<file path="config.mk">
export PLATFORM = sky130hd
export DESIGN_NAME = write_align
export DESIGN_NICKNAME = d
export VERILOG_FILES = /design/src/hdl/mem_req_pkg.sv /design/src/hdl/write_align.sv
export SDC_FILE = /design/constraint.sdc
export NUM_CORES = 2
export LEC_CHECK = 0
export ABC_AREA = 1
export CORE_AREA = 4 4 340 342
export DETAILED_ROUTE_END_ITERATION = 12
export DIE_AREA = 0 0 344 346
export DONT_BUFFER_PORTS = 1
export PLACE_DENSITY = 0.45
export SLEW_MARGIN = 20
export SYNTH_ARGS = -nofsm -noshare
export SYNTH_HDL_FRONTEND = slang
export SYNTH_SLANG_ARGS = --single-unit
</file>
<file path="constraint.sdc">
create_clock -name vclk -period 2.6
set_input_delay 0.13 -clock vclk [all_inputs]
set_output_delay 0.13 -clock vclk [all_outputs]
set_load 0.02 [all_outputs]
</file>
<file path="src/hdl/mem_req_pkg.sv">
// --------------------------------------------------------------------
// memory request controller package
// sizes, field types and the request, response and bank command structs
// --------------------------------------------------------------------
package mem_req_pkg;

	// --------------------------------------------------------------------
	// sizes
	// --------------------------------------------------------------------
	// one bank line is 32 bytes wide
	localparam int LINE_BYTES  = 32;
	localparam int LINE_W      = 256;
	// byte address covers 8 regions of 64 KB
	localparam int ADDR_W      = 19;
	// a byte count has to hold the value 32
	localparam int SIZE_W      = 6;
	localparam int NUM_BANKS   = 16;
	localparam int BANK_W      = 4;
	// row inside a bank comes from address bits 15..6
	localparam int ROW_W       = 10;
	// byte address without the offset bits
	localparam int LINE_ADDR_W = 14;
	// byte offset inside a line
	localparam int OFFS_W      = 5;

	// --------------------------------------------------------------------
	// field types
	// --------------------------------------------------------------------
	typedef logic [ADDR_W-1:0]      addr_t;
	typedef logic [LINE_ADDR_W-1:0] line_addr_t;
	typedef logic [SIZE_W-1:0]      size_t;
	typedef logic [LINE_W-1:0]      line_t;
	typedef logic [LINE_BYTES-1:0]  bmask_t;
	typedef logic [BANK_W-1:0]      bank_t;
	typedef logic [ROW_W-1:0]       row_t;
	typedef logic [OFFS_W-1:0]      offs_t;

	// --------------------------------------------------------------------
	// client side
	// --------------------------------------------------------------------
	// req is a level held until the matching response shows up
	typedef struct packed {
		logic  req;
		addr_t addr;
		size_t size;
	} rd_req_t;

	// the write payload sits in the low bytes of data
	typedef struct packed {
		logic  req;
		addr_t addr;
		size_t size;
		line_t data;
	} wr_req_t;

	// valid is a one cycle pulse, data holds the bytes from byte 0 up
	typedef struct packed {
		logic  valid;
		line_t data;
	} rd_rsp_t;

	// --------------------------------------------------------------------
	// bank side
	// --------------------------------------------------------------------
	// one line access: where it goes and which bytes of the line it touches
	typedef struct packed {
		bank_t bank;
		row_t  row;
		offs_t offset;
		size_t count;
	} line_acc_t;

	// a request split into up to two line accesses
	typedef struct packed {
		line_acc_t first;
		line_acc_t second;
		logic      two_lines;
	} split_t;

	// req stays high until the bank grants, bmask has one bit per byte
	typedef struct packed {
		logic   req;
		logic   we;
		row_t   row;
		line_t  wdata;
		bmask_t bmask;
	} bank_cmd_t;

endpackage
</file>
<file path="src/hdl/write_align.sv">
// --------------------------------------------------------------------
// write align
// places the write payload in its lines and builds the byte masks
// --------------------------------------------------------------------
`timescale 1ns/1ps

module write_align (
	input  mem_req_pkg::split_t split,
	input  mem_req_pkg::line_t  wdata,
	output mem_req_pkg::line_t  first_data,
	output mem_req_pkg::line_t  second_data,
	output mem_req_pkg::bmask_t first_mask,
	output mem_req_pkg::bmask_t second_mask
);
	import mem_req_pkg::*;

	// shift amounts in bits, a byte count times 8
	logic [OFFS_W+2:0] first_shift;
	logic [SIZE_W+2:0] second_shift;
	// contiguous byte enables from byte 0, one per half
	bmask_t first_run;
	bmask_t second_run;

	assign first_shift  = {split.first.offset, 3'b000};
	assign second_shift = {split.first.count, 3'b000};

	// the first half moves up to its offset inside the line
	assign first_data = wdata << first_shift;

	// the second half takes what did not fit in the first line,
	// a count of 32 shifts everything out which is fine for a single line access
	assign second_data = wdata >> second_shift;

	// count ones from the bottom, a count of 0 leaves the run empty
	assign first_run  = bmask_t'({LINE_BYTES{1'b1}} >> (size_t'(LINE_BYTES) - split.first.count));
	assign second_run = bmask_t'({LINE_BYTES{1'b1}} >> (size_t'(LINE_BYTES) - split.second.count));

	// first line enables offset .. offset + count - 1
	assign first_mask = first_run << split.first.offset;

	// second line enables bytes 0 .. second count - 1
	// a one line access has a second count of 0 and enables nothing there
	assign second_mask = second_run;

endmodule

</file>
==> run summary <==
FFs & Latches = 0
Largest area contributor in the netlist = nand2_1
Hold slack final = 0.4327 ns
Data required, critical path = 2.47 ns
Final setup viols = 250
Via Count = 42.99k
Most numerous cell in the Yosys netlist = nand2_1
Syn Std Cell Area = 25670 µm²
Synth warn = 0
Synth unique cells = 44
Failing checks = negative setup slack
# nets final = 6308
Clk pwr share = 0
Crit path largest cell delay = 0.99 ns
Internal power = 3.117 mW
WL final = 247600 µm
Sw frac = 0.6725
Comb power frac = 1.000
Slew @ Worst Pin = 1.381 ns
Hold Vio Cnt, Final = 0
Worst setup path class = in2out
F_max = 0.3129 GHz
Status = finished with violations
PwrDens = 281.1 nW/µm²
DR WL/cell = 32.75 µm
Cell count after synthesis = 5475
Die Span Y = 346 µm
PnR worst setup slack = -0.5962 ns
Syn Area/Cell = 4.689 µm²
Startpoint types = input port
Max-cap check violation count = 0
Share of layout cells above drive strength 1 = 0.1883
Synth top area cells = nand2_1, o21ai_0, mux2i_1
Clkbuf count = 0
Crit path max fanout = 469
# port buffers = 0
Post-DRT Antenna Nets = 0
Sequential share of power = 0
Peak supply drop = 0.1198 mV
First-pass GRT wire length = 326000 µm
Max-slew violations = 0
Top cell type's share of synthesized area = 0.2743
Sequential-to-total area share from yosys stat = 0
Hold Crit Start = split[36]
All-layer global routing usage = 0.3884
Boundary pin count = 883
Leak Pwr = 16.41 nW
Crit path from = split[26]
Layout area overhead = 31.89%
Critical Path AT = 3.07 ns
Number of global-route vias before repair = 38.21k
Die Area = 119000 µm²
Worst Hold Class = in2out
1st-pass router iterations = 7
FF+latch area = 0 µm²
Pin count of the biggest net entering global routing = 470
Area of the multi-input gates = 22550 µm²
GRT overflow = 0
Fill count = 13.46k
GP Congestion = 1.020
Slew margin rel. = 0.07966
Die X = 344 µm
Syn_nets = 5790
DRC Markers = 0
Final Cycle Share = 1.229
Initial antenna violation count = 30
Switch Pwr = 6.401 mW
Rows = 123
Post-DR vias/cell = 5.687
DP Worst Slack = -0.08948 ns
Final min period = 3.196 ns
Final HPWL DP = 209600 µm
Std-Cell Core Area = 112300 µm²
Setup crit end kind = output pin
Initial DRC count = 6983
Initial Util = 0.2285
CP max stage cell = o21ai_0
Most instantiated cells after synthesis = nand2_1, o21ai_0, nor2_1
Worst-path cell chain = o21ai_0, o21ai_0, nand2_1, nand2_1, nand2_1, o21ai_0, o22ai_1, buf_4
## power groups by stage
stage / Combinational (mW) / Clock (mW) / Sequential (mW)
2_1_floorplan: 4.90 / 0 / 0
3_3_place_gp: 9.23 / 0 / 0
3_5_place_dp: 9.21 / 0 / 0
4_1_cts: 9.24 / 0 / 0
5_1_grt: 9.92 / 0.00000316 / 0
6_report: 9.52 / 0.00000262 / 0
## path summary, 6_finish.rpt
kind,depth (start not counted),to
worst min-delay path,1,first_data[31]
worst max-delay path,8,second_data[81]
## worst max-delay path: cells and delay by family
family	cells	cell delay [ns]
compound gates	4	1.67
simple gates	3	0.44
buf+inv	1	0.19
## layout make-up
| type | count | area share |
|---|---|---|
| Multi-Input combinational cell | 4673 | 0.6661 |
| Tap cell | 1500 | 0.05543 |
| Timing Repair Buffer | 1040 | 0.2403 |
| Antenna cell | 68 | 0.005026 |
| Inverter | 278 | 0.03315 |
## cells by family (layout without fill, tap and decap cells)
group	Yosys count	count (layout)	synth area share
AND/OR/NAND/NOR	2793	2793	0.4361
AO/OA/AOI/OAI	1672	1672	0.3548
buffers and inverters	802	1318	0.1273
multiplexers	198	198	0.07720
adder cells (fa/ha/maj)	8	8	0.003899
XOR/XNOR	2	2	0.0006825
other	0	68	0
## through the flow
step / std cells / cell area, µm² / util / total power [mW] / TNS [ns]
after floorplan: 5475 / 25690 / - / 4.902 / -0.003745
after global placement: 7491 / 33590 / 0.2990 / 9.226 / -0.04132
after detailed placement: 7491 / 33590 / 0.2990 / 9.206 / -0.1193
after CTS: 7491 / 33590 / 0.2990 / 9.239 / 0
after global routing: 7551 / 33840 / 0.3012 / 9.923 / -7.319
final: 7559 / 33860 / 0.3014 / 9.518 / -49.14
## layout by cell type (no fill, tap or decap), types with 19 or more instances in the layout
cell type     n
a21oi_1     139
a22oi_1      25
a31oi_1      55
buf_12       25
buf_4      1012
diode_2      68
inv_1       264
mux2i_1     197
nand2_1    1873
nand3_1     336
nand4_1      27
nor2_1      477
nor3_1       21
o211ai_1     70
o21ai_0    1160
o21ai_1      39
o22ai_1      82
o32ai_1      19
or2_2        35
## layer usage
layer  track usage  share of wire  routed length (µm)
met1        0.5037           0.40               98120
met2        0.5845           0.43              105400
met3       0.08158           0.11               26020
met4        0.2419          0.073               17990
met5             0        0.00011                  27
## repair_timing
action / 4_1_cts / 5_1_grt
resized for setup: 1 / 47
hold buffers: 0 / 0
setup buffers: 0 / 0
cloned: 0 / 0
endpoints found under the setup margin: 2 / 127
pin swaps: 0 / 1
No activity file was read; power rests on OpenSTA's default activity.
