[config.mk]
export PLATFORM = sky130hd
export DESIGN_NAME = access_ctrl
export DESIGN_NICKNAME = d
export VERILOG_FILES = /design/src/hdl/mem_req_pkg.sv /design/src/hdl/access_ctrl.sv /design/src/hdl/access_split.sv
export SDC_FILE = /design/constraint.sdc
export NUM_CORES = 1
export LEC_CHECK = 0
export BUFFER_PORTS_ARGS = -buffer_cell sky130_fd_sc_hd__buf_2
export CAP_MARGIN = 20
export CORE_AREA = 2 2 252 254
export CTS_CLUSTER_DIAMETER = 50
export DETAILED_ROUTE_END_ITERATION = 10
export DIE_AREA = 0 0 254 256
export GPL_ROUTABILITY_DRIVEN = 0
export GPL_TIMING_DRIVEN = 0
export SYNTH_ARGS = -nofsm -noshare
export SYNTH_HDL_FRONTEND = slang
export SYNTH_SLANG_ARGS = --single-unit
[constraint.sdc]
create_clock -name clk -period 12.4 [get_ports clk]
set_input_delay 0.62 -clock clk [delete_from_list [all_inputs] [get_ports clk]]
set_output_delay 0.62 -clock clk [all_outputs]
set_load 0.02 [all_outputs]
[src/hdl/mem_req_pkg.sv]
// --------------------------------------------------------------------
// memory request controller package
// sizes, field types and the request, response and bank command structs
// --------------------------------------------------------------------
package mem_req_pkg;

	// --------------------------------------------------------------------
	// sizes
	// --------------------------------------------------------------------
	// one bank line is 32 bytes wide
	localparam int LINE_BYTES  = 32;
	localparam int LINE_W      = 256;
	// byte address covers 8 regions of 64 KB
	localparam int ADDR_W      = 19;
	// a byte count has to hold the value 32
	localparam int SIZE_W      = 6;
	localparam int NUM_BANKS   = 16;
	localparam int BANK_W      = 4;
	// row inside a bank comes from address bits 15..6
	localparam int ROW_W       = 10;
	// byte address without the offset bits
	localparam int LINE_ADDR_W = 14;
	// byte offset inside a line
	localparam int OFFS_W      = 5;

	// --------------------------------------------------------------------
	// field types
	// --------------------------------------------------------------------
	typedef logic [ADDR_W-1:0]      addr_t;
	typedef logic [LINE_ADDR_W-1:0] line_addr_t;
	typedef logic [SIZE_W-1:0]      size_t;
	typedef logic [LINE_W-1:0]      line_t;
	typedef logic [LINE_BYTES-1:0]  bmask_t;
	typedef logic [BANK_W-1:0]      bank_t;
	typedef logic [ROW_W-1:0]       row_t;
	typedef logic [OFFS_W-1:0]      offs_t;

	// --------------------------------------------------------------------
	// client side
	// --------------------------------------------------------------------
	// req is a level held until the matching response shows up
	typedef struct packed {
		logic  req;
		addr_t addr;
		size_t size;
	} rd_req_t;

	// the write payload sits in the low bytes of data
	typedef struct packed {
		logic  req;
		addr_t addr;
		size_t size;
		line_t data;
	} wr_req_t;

	// valid is a one cycle pulse, data holds the bytes from byte 0 up
	typedef struct packed {
		logic  valid;
		line_t data;
	} rd_rsp_t;

	// --------------------------------------------------------------------
	// bank side
	// --------------------------------------------------------------------
	// one line access: where it goes and which bytes of the line it touches
	typedef struct packed {
		bank_t bank;
		row_t  row;
		offs_t offset;
		size_t count;
	} line_acc_t;

	// a request split into up to two line accesses
	typedef struct packed {
		line_acc_t first;
		line_acc_t second;
		logic      two_lines;
	} split_t;

	// req stays high until the bank grants, bmask has one bit per byte
	typedef struct packed {
		logic   req;
		logic   we;
		row_t   row;
		line_t  wdata;
		bmask_t bmask;
	} bank_cmd_t;

endpackage
[src/hdl/access_ctrl.sv]
// --------------------------------------------------------------------
// access control
// captures one request at a time, drives bank requests, pulses responses
// --------------------------------------------------------------------
`timescale 1ns/1ps

module access_ctrl (
	input  logic                              clk,
	input  logic                              rst_n,
	input  mem_req_pkg::rd_req_t              rd_req,
	input  mem_req_pkg::wr_req_t              wr_req,
	input  logic [mem_req_pkg::NUM_BANKS-1:0] bank_gnt,
	output mem_req_pkg::split_t               split,
	output logic                              is_write,
	output mem_req_pkg::line_t                cap_wdata,
	output logic                              first_pend,
	output logic                              second_pend,
	output logic                              capture_first,
	output logic                              capture_second,
	output logic                              wr_ack,
	output logic                              rd_valid
);
	import mem_req_pkg::*;

	// ISSUE holds the bank requests, WAIT_DATA covers the read capture cycle
	typedef enum logic [1:0] {
		IDLE,
		ISSUE,
		WAIT_DATA,
		RESP
	} state_t;

	state_t state;
	state_t next_state;

	// captured request, held for the whole access
	addr_t cap_addr;
	size_t cap_size;

	logic accept;
	logic busy;
	// set once a half has seen its grant
	logic first_done;
	logic second_done;
	// grant for a half that is still pending
	logic first_gnt;
	logic second_gnt;
	logic all_granted;

	// --------------------------------------------------------------------
	// request capture
	// --------------------------------------------------------------------
	// a read wins when both are raised, the write simply waits in IDLE
	assign accept = (state == IDLE) && (rd_req.req || wr_req.req);
	assign busy   = (state != IDLE);

	always_ff @(posedge clk) begin
		if (accept) begin
			if (rd_req.req) begin
				cap_addr <= rd_req.addr;
				cap_size <= rd_req.size;
			end else begin
				cap_addr <= wr_req.addr;
				cap_size <= wr_req.size;
			end
			cap_wdata <= wr_req.data;
		end
	end

	always_ff @(posedge clk or negedge rst_n) begin
		if (!rst_n) begin
			is_write <= 1'b0;
		end else if (accept) begin
			is_write <= !rd_req.req;
		end
	end

	access_split split0 (
		.addr  (cap_addr),
		.size  (cap_size),
		.valid (busy),
		.split (split)
	);

	// --------------------------------------------------------------------
	// bank request tracking
	// --------------------------------------------------------------------
	// both halves go out together in ISSUE and each drops on its own grant
	assign first_pend  = (state == ISSUE) && !first_done;
	assign second_pend = (state == ISSUE) && split.two_lines && !second_done;

	assign first_gnt  = first_pend && bank_gnt[split.first.bank];
	assign second_gnt = second_pend && bank_gnt[split.second.bank];

	// done once every half needed has been granted, this cycle or before
	assign all_granted = (first_done || first_gnt) &&
		(!split.two_lines || second_done || second_gnt);

	always_ff @(posedge clk or negedge rst_n) begin
		if (!rst_n) begin
			first_done  <= 1'b0;
			second_done <= 1'b0;
		end else if (accept) begin
			first_done  <= 1'b0;
			second_done <= 1'b0;
		end else begin
			if (first_gnt) begin
				first_done <= 1'b1;
			end
			if (second_gnt) begin
				second_done <= 1'b1;
			end
		end
	end

	// the bank drives the read line in the cycle after the grant
	always_ff @(posedge clk or negedge rst_n) begin
		if (!rst_n) begin
			capture_first  <= 1'b0;
			capture_second <= 1'b0;
		end else begin
			capture_first  <= first_gnt && !is_write;
			capture_second <= second_gnt && !is_write;
		end
	end

	// --------------------------------------------------------------------
	// FSM
	// --------------------------------------------------------------------
	always_comb begin
		next_state = state;
		case (state)
			IDLE: begin
				if (accept) begin
					next_state = ISSUE;
				end
			end
			ISSUE: begin
				// a write is done at its last grant, a read still needs the data cycle
				if (all_granted) begin
					next_state = is_write ? RESP : WAIT_DATA;
				end
			end
			WAIT_DATA: begin
				next_state = RESP;
			end
			// the client drops its request while it sees the response
			RESP: begin
				next_state = IDLE;
			end
			default: begin
				next_state = IDLE;
			end
		endcase
	end

	always_ff @(posedge clk or negedge rst_n) begin
		if (!rst_n) begin
			state <= IDLE;
		end else begin
			state <= next_state;
		end
	end

	assign wr_ack   = (state == RESP) && is_write;
	assign rd_valid = (state == RESP) && !is_write;

	// --------------------------------------------------------------------
	// checks
	// --------------------------------------------------------------------
	// a raised half keeps its request until the addressed bank grants it
	a_first_hold: assert property (@(posedge clk) disable iff (!rst_n)
		first_pend && !bank_gnt[split.first.bank] |=> first_pend)
		else $error("access_ctrl: first half dropped before its grant");

	a_second_hold: assert property (@(posedge clk) disable iff (!rst_n)
		second_pend && !bank_gnt[split.second.bank] |=> second_pend)
		else $error("access_ctrl: second half dropped before its grant");

	a_one_rsp: assert property (@(posedge clk) disable iff (!rst_n)
		!(wr_ack && rd_valid))
		else $error("access_ctrl: write ack and read valid in the same cycle");

endmodule

[src/hdl/access_split.sv]
// --------------------------------------------------------------------
// access split
// decodes a captured request into one or two line accesses
// --------------------------------------------------------------------
`timescale 1ns/1ps

module access_split (
	input  mem_req_pkg::addr_t  addr,
	input  mem_req_pkg::size_t  size,
	input  logic                valid,
	output mem_req_pkg::split_t split
);
	import mem_req_pkg::*;

	line_addr_t first_line;
	line_addr_t second_line;
	offs_t      offset;
	size_t      room;
	size_t      first_count;
	logic       two_lines;

	// bank is the region (top three line address bits) plus the odd/even line bit
	function automatic bank_t line_bank(input line_addr_t line);
		return {line[LINE_ADDR_W-1:ROW_W+1], line[0]};
	endfunction

	// the row sits between the region bits and the odd/even bit
	function automatic row_t line_row(input line_addr_t line);
		return line[ROW_W:1];
	endfunction

	assign offset     = addr[OFFS_W-1:0];
	assign first_line = addr[ADDR_W-1:OFFS_W];
	// the next line wraps at the top of the address space,
	// the last odd line of a region carries into the even bank of the next one
	assign second_line = first_line + 1'b1;

	// bytes left in the first line from the offset up
	assign room        = size_t'(LINE_BYTES) - size_t'(offset);
	assign two_lines   = size > room;
	assign first_count = two_lines ? room : size;

	always_comb begin
		split.two_lines     = two_lines;
		split.first.bank    = line_bank(first_line);
		split.first.row     = line_row(first_line);
		split.first.offset  = offset;
		split.first.count   = first_count;
		// the second half always starts at byte 0 of its line
		split.second.bank   = line_bank(second_line);
		split.second.row    = line_row(second_line);
		split.second.offset = '0;
		split.second.count  = size - first_count;
	end

	// a live request never asks for an empty or oversized access
	always_comb begin
		if (valid) begin
			a_size_range: assert final (size >= size_t'(1) && size <= size_t'(LINE_BYTES))
				else $error("access_split: size %0d outside 1..%0d", size, LINE_BYTES);
		end
	end

endmodule

==> metrics.txt <==
# TYPE chip_impl_metric gauge
chip_impl_metric{name="clock.fmax",unit="GHz"} 0.164
chip_impl_metric{name="synth.lib_cells_used.distinct",unit=""} 55
chip_impl_metric{name="worstPathArrival",unit="ns"} 5.47
chip_impl_metric{name="total_via_count_after_detailed_routing",unit=""} 7657
chip_impl_metric{name="totalWireLength",unit="um"} 40600
chip_impl_metric{name="detail_route.wl_per_cell",unit="um"} 19.4
chip_impl_metric{name="slew_margin_rel",unit="%"} 45.1
chip_impl_info{name="criticalPathCategory",value="reg2out"} 1
chip_impl_metric{name="clock_sink_count",unit=""} 288
chip_impl_metric{name="worst_skew_pair.late_latency",unit="ns"} 0.59
chip_impl_metric{name="rrSetupSlack",unit="ns"} 9.01
chip_impl_metric{name="post_synth.cell_area_avg",unit="um2"} 20.4
chip_impl_metric{name="clock_path_buffers",unit=""} 3
chip_impl_info{name="hold_path.startpoint",value="wr_req[212]"} 1
chip_impl_metric{name="worst_r2r_path_depth",unit=""} 11
chip_impl_info{name="synth_top_cell_by_area",value="edfxtp_1"} 1
chip_impl_metric{name="cts-resized-gates",unit=""} 0
chip_impl_metric{name="seq_area_frac_synth",unit="%"} 82.9
chip_impl_metric{name="detail_route.drc_violations",unit=""} 0
chip_impl_info{name="tritoncts",value="done"} 1
chip_impl_metric{name="synth.ff_latch_count",unit=""} 288
chip_impl_metric{name="placedCellCount",unit=""} 1995
chip_impl_metric{name="cts_buffers",unit=""} 51
chip_impl_metric{name="slew_violations",unit=""} 0
chip_impl_info{name="clk_root_buffer_cell",value="clkbuf_16"} 1
chip_impl_metric{name="height_of_the_chip",unit="um"} 256
chip_impl_metric{name="crit_required",unit="ns"} 11.78
chip_impl_metric{name="drtPass1Iterations",unit=""} 7
chip_impl_info{name="hold_path_end",value="cap_wdata[212]"} 1
chip_impl_metric{name="timing.critical_path.fanout_max",unit=""} 10
chip_impl_metric{name="floorplan.die.width",unit="um"} 254
chip_impl_info{name="most_instantiated_library_cell_after_synthesis",value="edfxtp_1"} 1
chip_impl_metric{name="global_route.usage.total",unit="%"} 12.0
chip_impl_metric{name="vias_in_the_first_global_route",unit=""} 8115
chip_impl_metric{name="synth-edff-count",unit=""} 281
chip_impl_info{name="cp-end-kind",value="output port"} 1
chip_impl_metric{name="top_level_i_o_count",unit=""} 640
chip_impl_metric{name="fin_nets",unit=""} 1542
chip_impl_metric{name="ant_nets",unit=""} 0
chip_impl_metric{name="power_per_cell_area",unit="nW/um2"} 244
chip_impl_metric{name="floorplan.rows",unit=""} 92
chip_impl_info{name="ys.flop_type",value="edfxtp_1"} 1
chip_impl_info{name="run_status",value="completed"} 1
chip_impl_metric{name="setup_viol",unit=""} 0
chip_impl_metric{name="hold_viol",unit=""} 0
chip_impl_metric{name="layout.filler_cells",unit=""} 6511
chip_impl_info{name="hold_path.class",value="in2reg"} 1
chip_impl_metric{name="use_met1",unit="%"} 13.0
chip_impl_metric{name="standby_leakage_power",unit="uW"} 0.00686
chip_impl_metric{name="timing.hold.worst_path_depth",unit=""} 1
chip_impl_metric{name="period_share",unit="%"} 49.1
chip_impl_metric{name="setup-tns-final",unit="ns"} 0
chip_impl_info{name="crit_path_start",value="cap_addr[2]"} 1
chip_impl_metric{name="ys_warn_count",unit=""} 0
chip_impl_info{name="worstSetupStartpointType",value="register"} 1
chip_impl_info{name="yosys-top-cells-area",value="edfxtp_1, mux2_2, dfrtp_1"} 1
chip_impl_metric{name="floorplan.die_area",unit="um2"} 65000
chip_impl_metric{name="grt_max_degree",unit=""} 109
chip_impl_metric{name="floorplan.core_area",unit="um2"} 62400
chip_impl_info{name="r2r_path_end",value="state[1]"} 1
chip_impl_metric{name="max_cap_viol_count",unit=""} 0
chip_impl_metric{name="seqCellArea",unit="um2"} 8610
chip_impl_metric{name="io_buffers",unit=""} 633
chip_impl_metric{name="tightest_slew",unit="ns"} 0.816
chip_impl_metric{name="drive_above_1_share",unit="%"} 62.6
chip_impl_metric{name="post-dp-hpwl",unit="um"} 32100
chip_impl_metric{name="smallest_hold_slack",unit="ns"} 0.200
chip_impl_metric{name="period_needed",unit="ns"} 6.09
chip_impl_info{name="reg2reg_from",value="cap_addr[2]"} 1
chip_impl_metric{name="combined_area_of_the_multi_input_logic_cells",unit="um2"} 1630
chip_impl_metric{name="yosys.area.top_type_share",unit="%"} 81.2
chip_impl_metric{name="initial_utilization",unit="%"} 16.7
chip_impl_metric{name="non_filler_instance_count_after_layout",unit=""} 2095
chip_impl_metric{name="clk_transition_reported_paths",unit="ns"} 0.06
chip_impl_metric{name="timing.clock.skew",unit="ns"} 0.0260
chip_impl_metric{name="grt_pass1_wl",unit="um"} 56200
chip_impl_info{name="grt.busiest_layer",value="met2"} 1
chip_impl_metric{name="drt_iter0_drc",unit=""} 346
chip_impl_info{name="ys_top_cells_by_count",value="edfxtp_1, mux2_2, inv_1, nand2_1, mux2i_1"} 1
chip_impl_metric{name="grt.met3_usage",unit="%"} 5.63
chip_impl_info{name="grt_setup_unrepaired",value="false"} 1
chip_impl_metric{name="power.ir.vdd_worst",unit="mV"} 0.138
chip_impl_metric{name="synthCells",unit=""} 510
chip_impl_metric{name="antenna_found_initial",unit=""} 19
chip_impl_metric{name="area.growth.synth_to_final",unit="%"} 57.9
chip_impl_metric{name="globalRouteOverflowTotal",unit=""} 0
chip_impl_metric{name="met2_usage",unit="%"} 20.3
chip_impl_metric{name="totalPowerFinal",unit="uW"} 4010
chip_impl_metric{name="cell_area_synth",unit="um2"} 10400
chip_impl_metric{name="avgViaCountPerCell",unit=""} 3.65
chip_impl_metric{name="cts.htree.levels",unit=""} 2
chip_impl_metric{name="ys_async_sr_fraction",unit="%"} 2.43
==> flip-flops by register name, summed over array words and instances (netlist names) <==
| name | flops |
|---|---|
| is_write | 1 |
| cap_size | 6 |
| capture_second | 1 |
| cap_wdata | 256 |
| second_done | 1 |
| cap_addr | 19 |
| first_done | 1 |
| capture_first | 1 |
| state | 2 |
==> stage by stage <==
stage | setup slack, ns | utilization, % | instance area [um2]
after global routing | 6.03 | 26.3 | 16400
after floorplan | 5.20 | - | 10400
final | 6.31 | 26.3 | 16400
after CTS | 6.31 | 26.3 | 16400
after detailed placement | 6.96 | 23.6 | 14700
after global placement | 2.08 | 23.5 | 14600
==> critical path: stages (launching register included) <==
cell and delay, ns:
edfxtp_1 0.47, or3_1 0.40, clkbuf_1 0.18, or3_1 0.36
ha_1 0.35, and3_1 0.17, nand3_1 0.09, mux2_2 0.28
o211a_1 0.20, buf_2 0.20, buf_4 0.21, o21ai_0 0.22
ha_1 0.19, inv_1 0.05, a21o_1 0.22, and3b_1 0.19
maj3_1 0.35, o32ai_1 0.26, nand2_1 0.11, a31o_2 0.24
buf_2 0.16
==> what timing repair did <==
action,4_1_cts,5_1_grt
hold endpoints to repair,7,0
hold buffers,1,0
buffers inserted,0,0
==> power breakdown <==
group / internal, uW / switching [uW] / total [uW]
Combinational: 358 / 796 / 1150
Sequential: 1380 / 88.4 / 1470
Clock: 818 / 562 / 1380
==> how the worst max path moves through the flow <==
stage	endpoint	slack, ns	cells past startpoint
4_1_cts	split[6]	6.31	19
5_1_grt	split[6]	6.03	19
6_report	split[6]	6.31	20
3_5_place_dp	split[6]	6.96	19
3_3_place_gp	cap_wdata[111]	2.08	3
2_1_floorplan	cap_addr[0]	5.20	3
==> final cells by class <==
cell class / instances / share of cell area (%)
multi-input combinational: 189 / 9.90
buffer: 16 / 0.564
clock buffer: 54 / 7.97
clock inverter: 38 / 2.30
tap: 846 / 6.45
inverter: 21 / 0.526
antenna: 7 / 0.107
timing repair buffer: 636 / 19.7
sequential: 288 / 52.5
==> layer usage <==
metal	routed length, um	up-vias	part of all wire (%)
met5	88	-	0.22
met4	1090	12	2.7
met3	4740	82	12
met2	20100	432	49
met1	14600	3737	36
li1	-	3394	-
==> cell families after synthesis <==
logic type	count (synthesis)	share of synthesized area, %
other cells	1	0.0361
simple gates	66	3.50
buf+inv	37	1.65
xor+xnor	19	1.75
compound gates	31	2.35
mux	53	6.03
flops	288	82.9
fa+ha+maj	15	1.83
==> layout by cell type, fill, tap and decap left out, types with 2 or more instances in the layout <==
| master | netlist | layout |
|---|---|---|
| a211oi_1 | 3 | 3 |
| a21oi_1 | 4 | 4 |
| and2_1 | 3 | 3 |
| and3_1 | 3 | 3 |
| buf_16 | 0 | 2 |
| buf_2 | 2 | 635 |
| buf_4 | 8 | 8 |
| clkbuf_1 | 5 | 7 |
| clkbuf_16 | 0 | 52 |
| clkinv_1 | 0 | 7 |
| clkinv_2 | 0 | 2 |
| clkinv_4 | 0 | 3 |
| conb_1 | 1 | 5 |
| dfrtp_1 | 7 | 7 |
| diode_2 | 0 | 7 |
| edfxtp_1 | 281 | 281 |
| ha_1 | 12 | 12 |
| inv_1 | 21 | 20 |
| inv_6 | 0 | 8 |
| inv_8 | 0 | 15 |
| maj3_1 | 2 | 2 |
| mux2_2 | 33 | 33 |
| mux2i_1 | 15 | 15 |
| mux4_2 | 4 | 4 |
| nand2_1 | 17 | 17 |
| nand3_1 | 8 | 8 |
| nand4_1 | 2 | 2 |
| nor2_1 | 14 | 14 |
| nor2b_1 | 2 | 2 |
| nor3_1 | 2 | 2 |
| nor4_1 | 3 | 3 |
| o2111ai_1 | 2 | 2 |
| o211a_1 | 2 | 2 |
| o21a_1 | 2 | 2 |
| o21ai_0 | 6 | 6 |
| o31ai_1 | 2 | 2 |
| or3_1 | 2 | 2 |
| xnor2_1 | 9 | 9 |
| xnor2_2 | 2 | 2 |
| xor2_1 | 8 | 8 |
(Power assumes the default switching activity.)
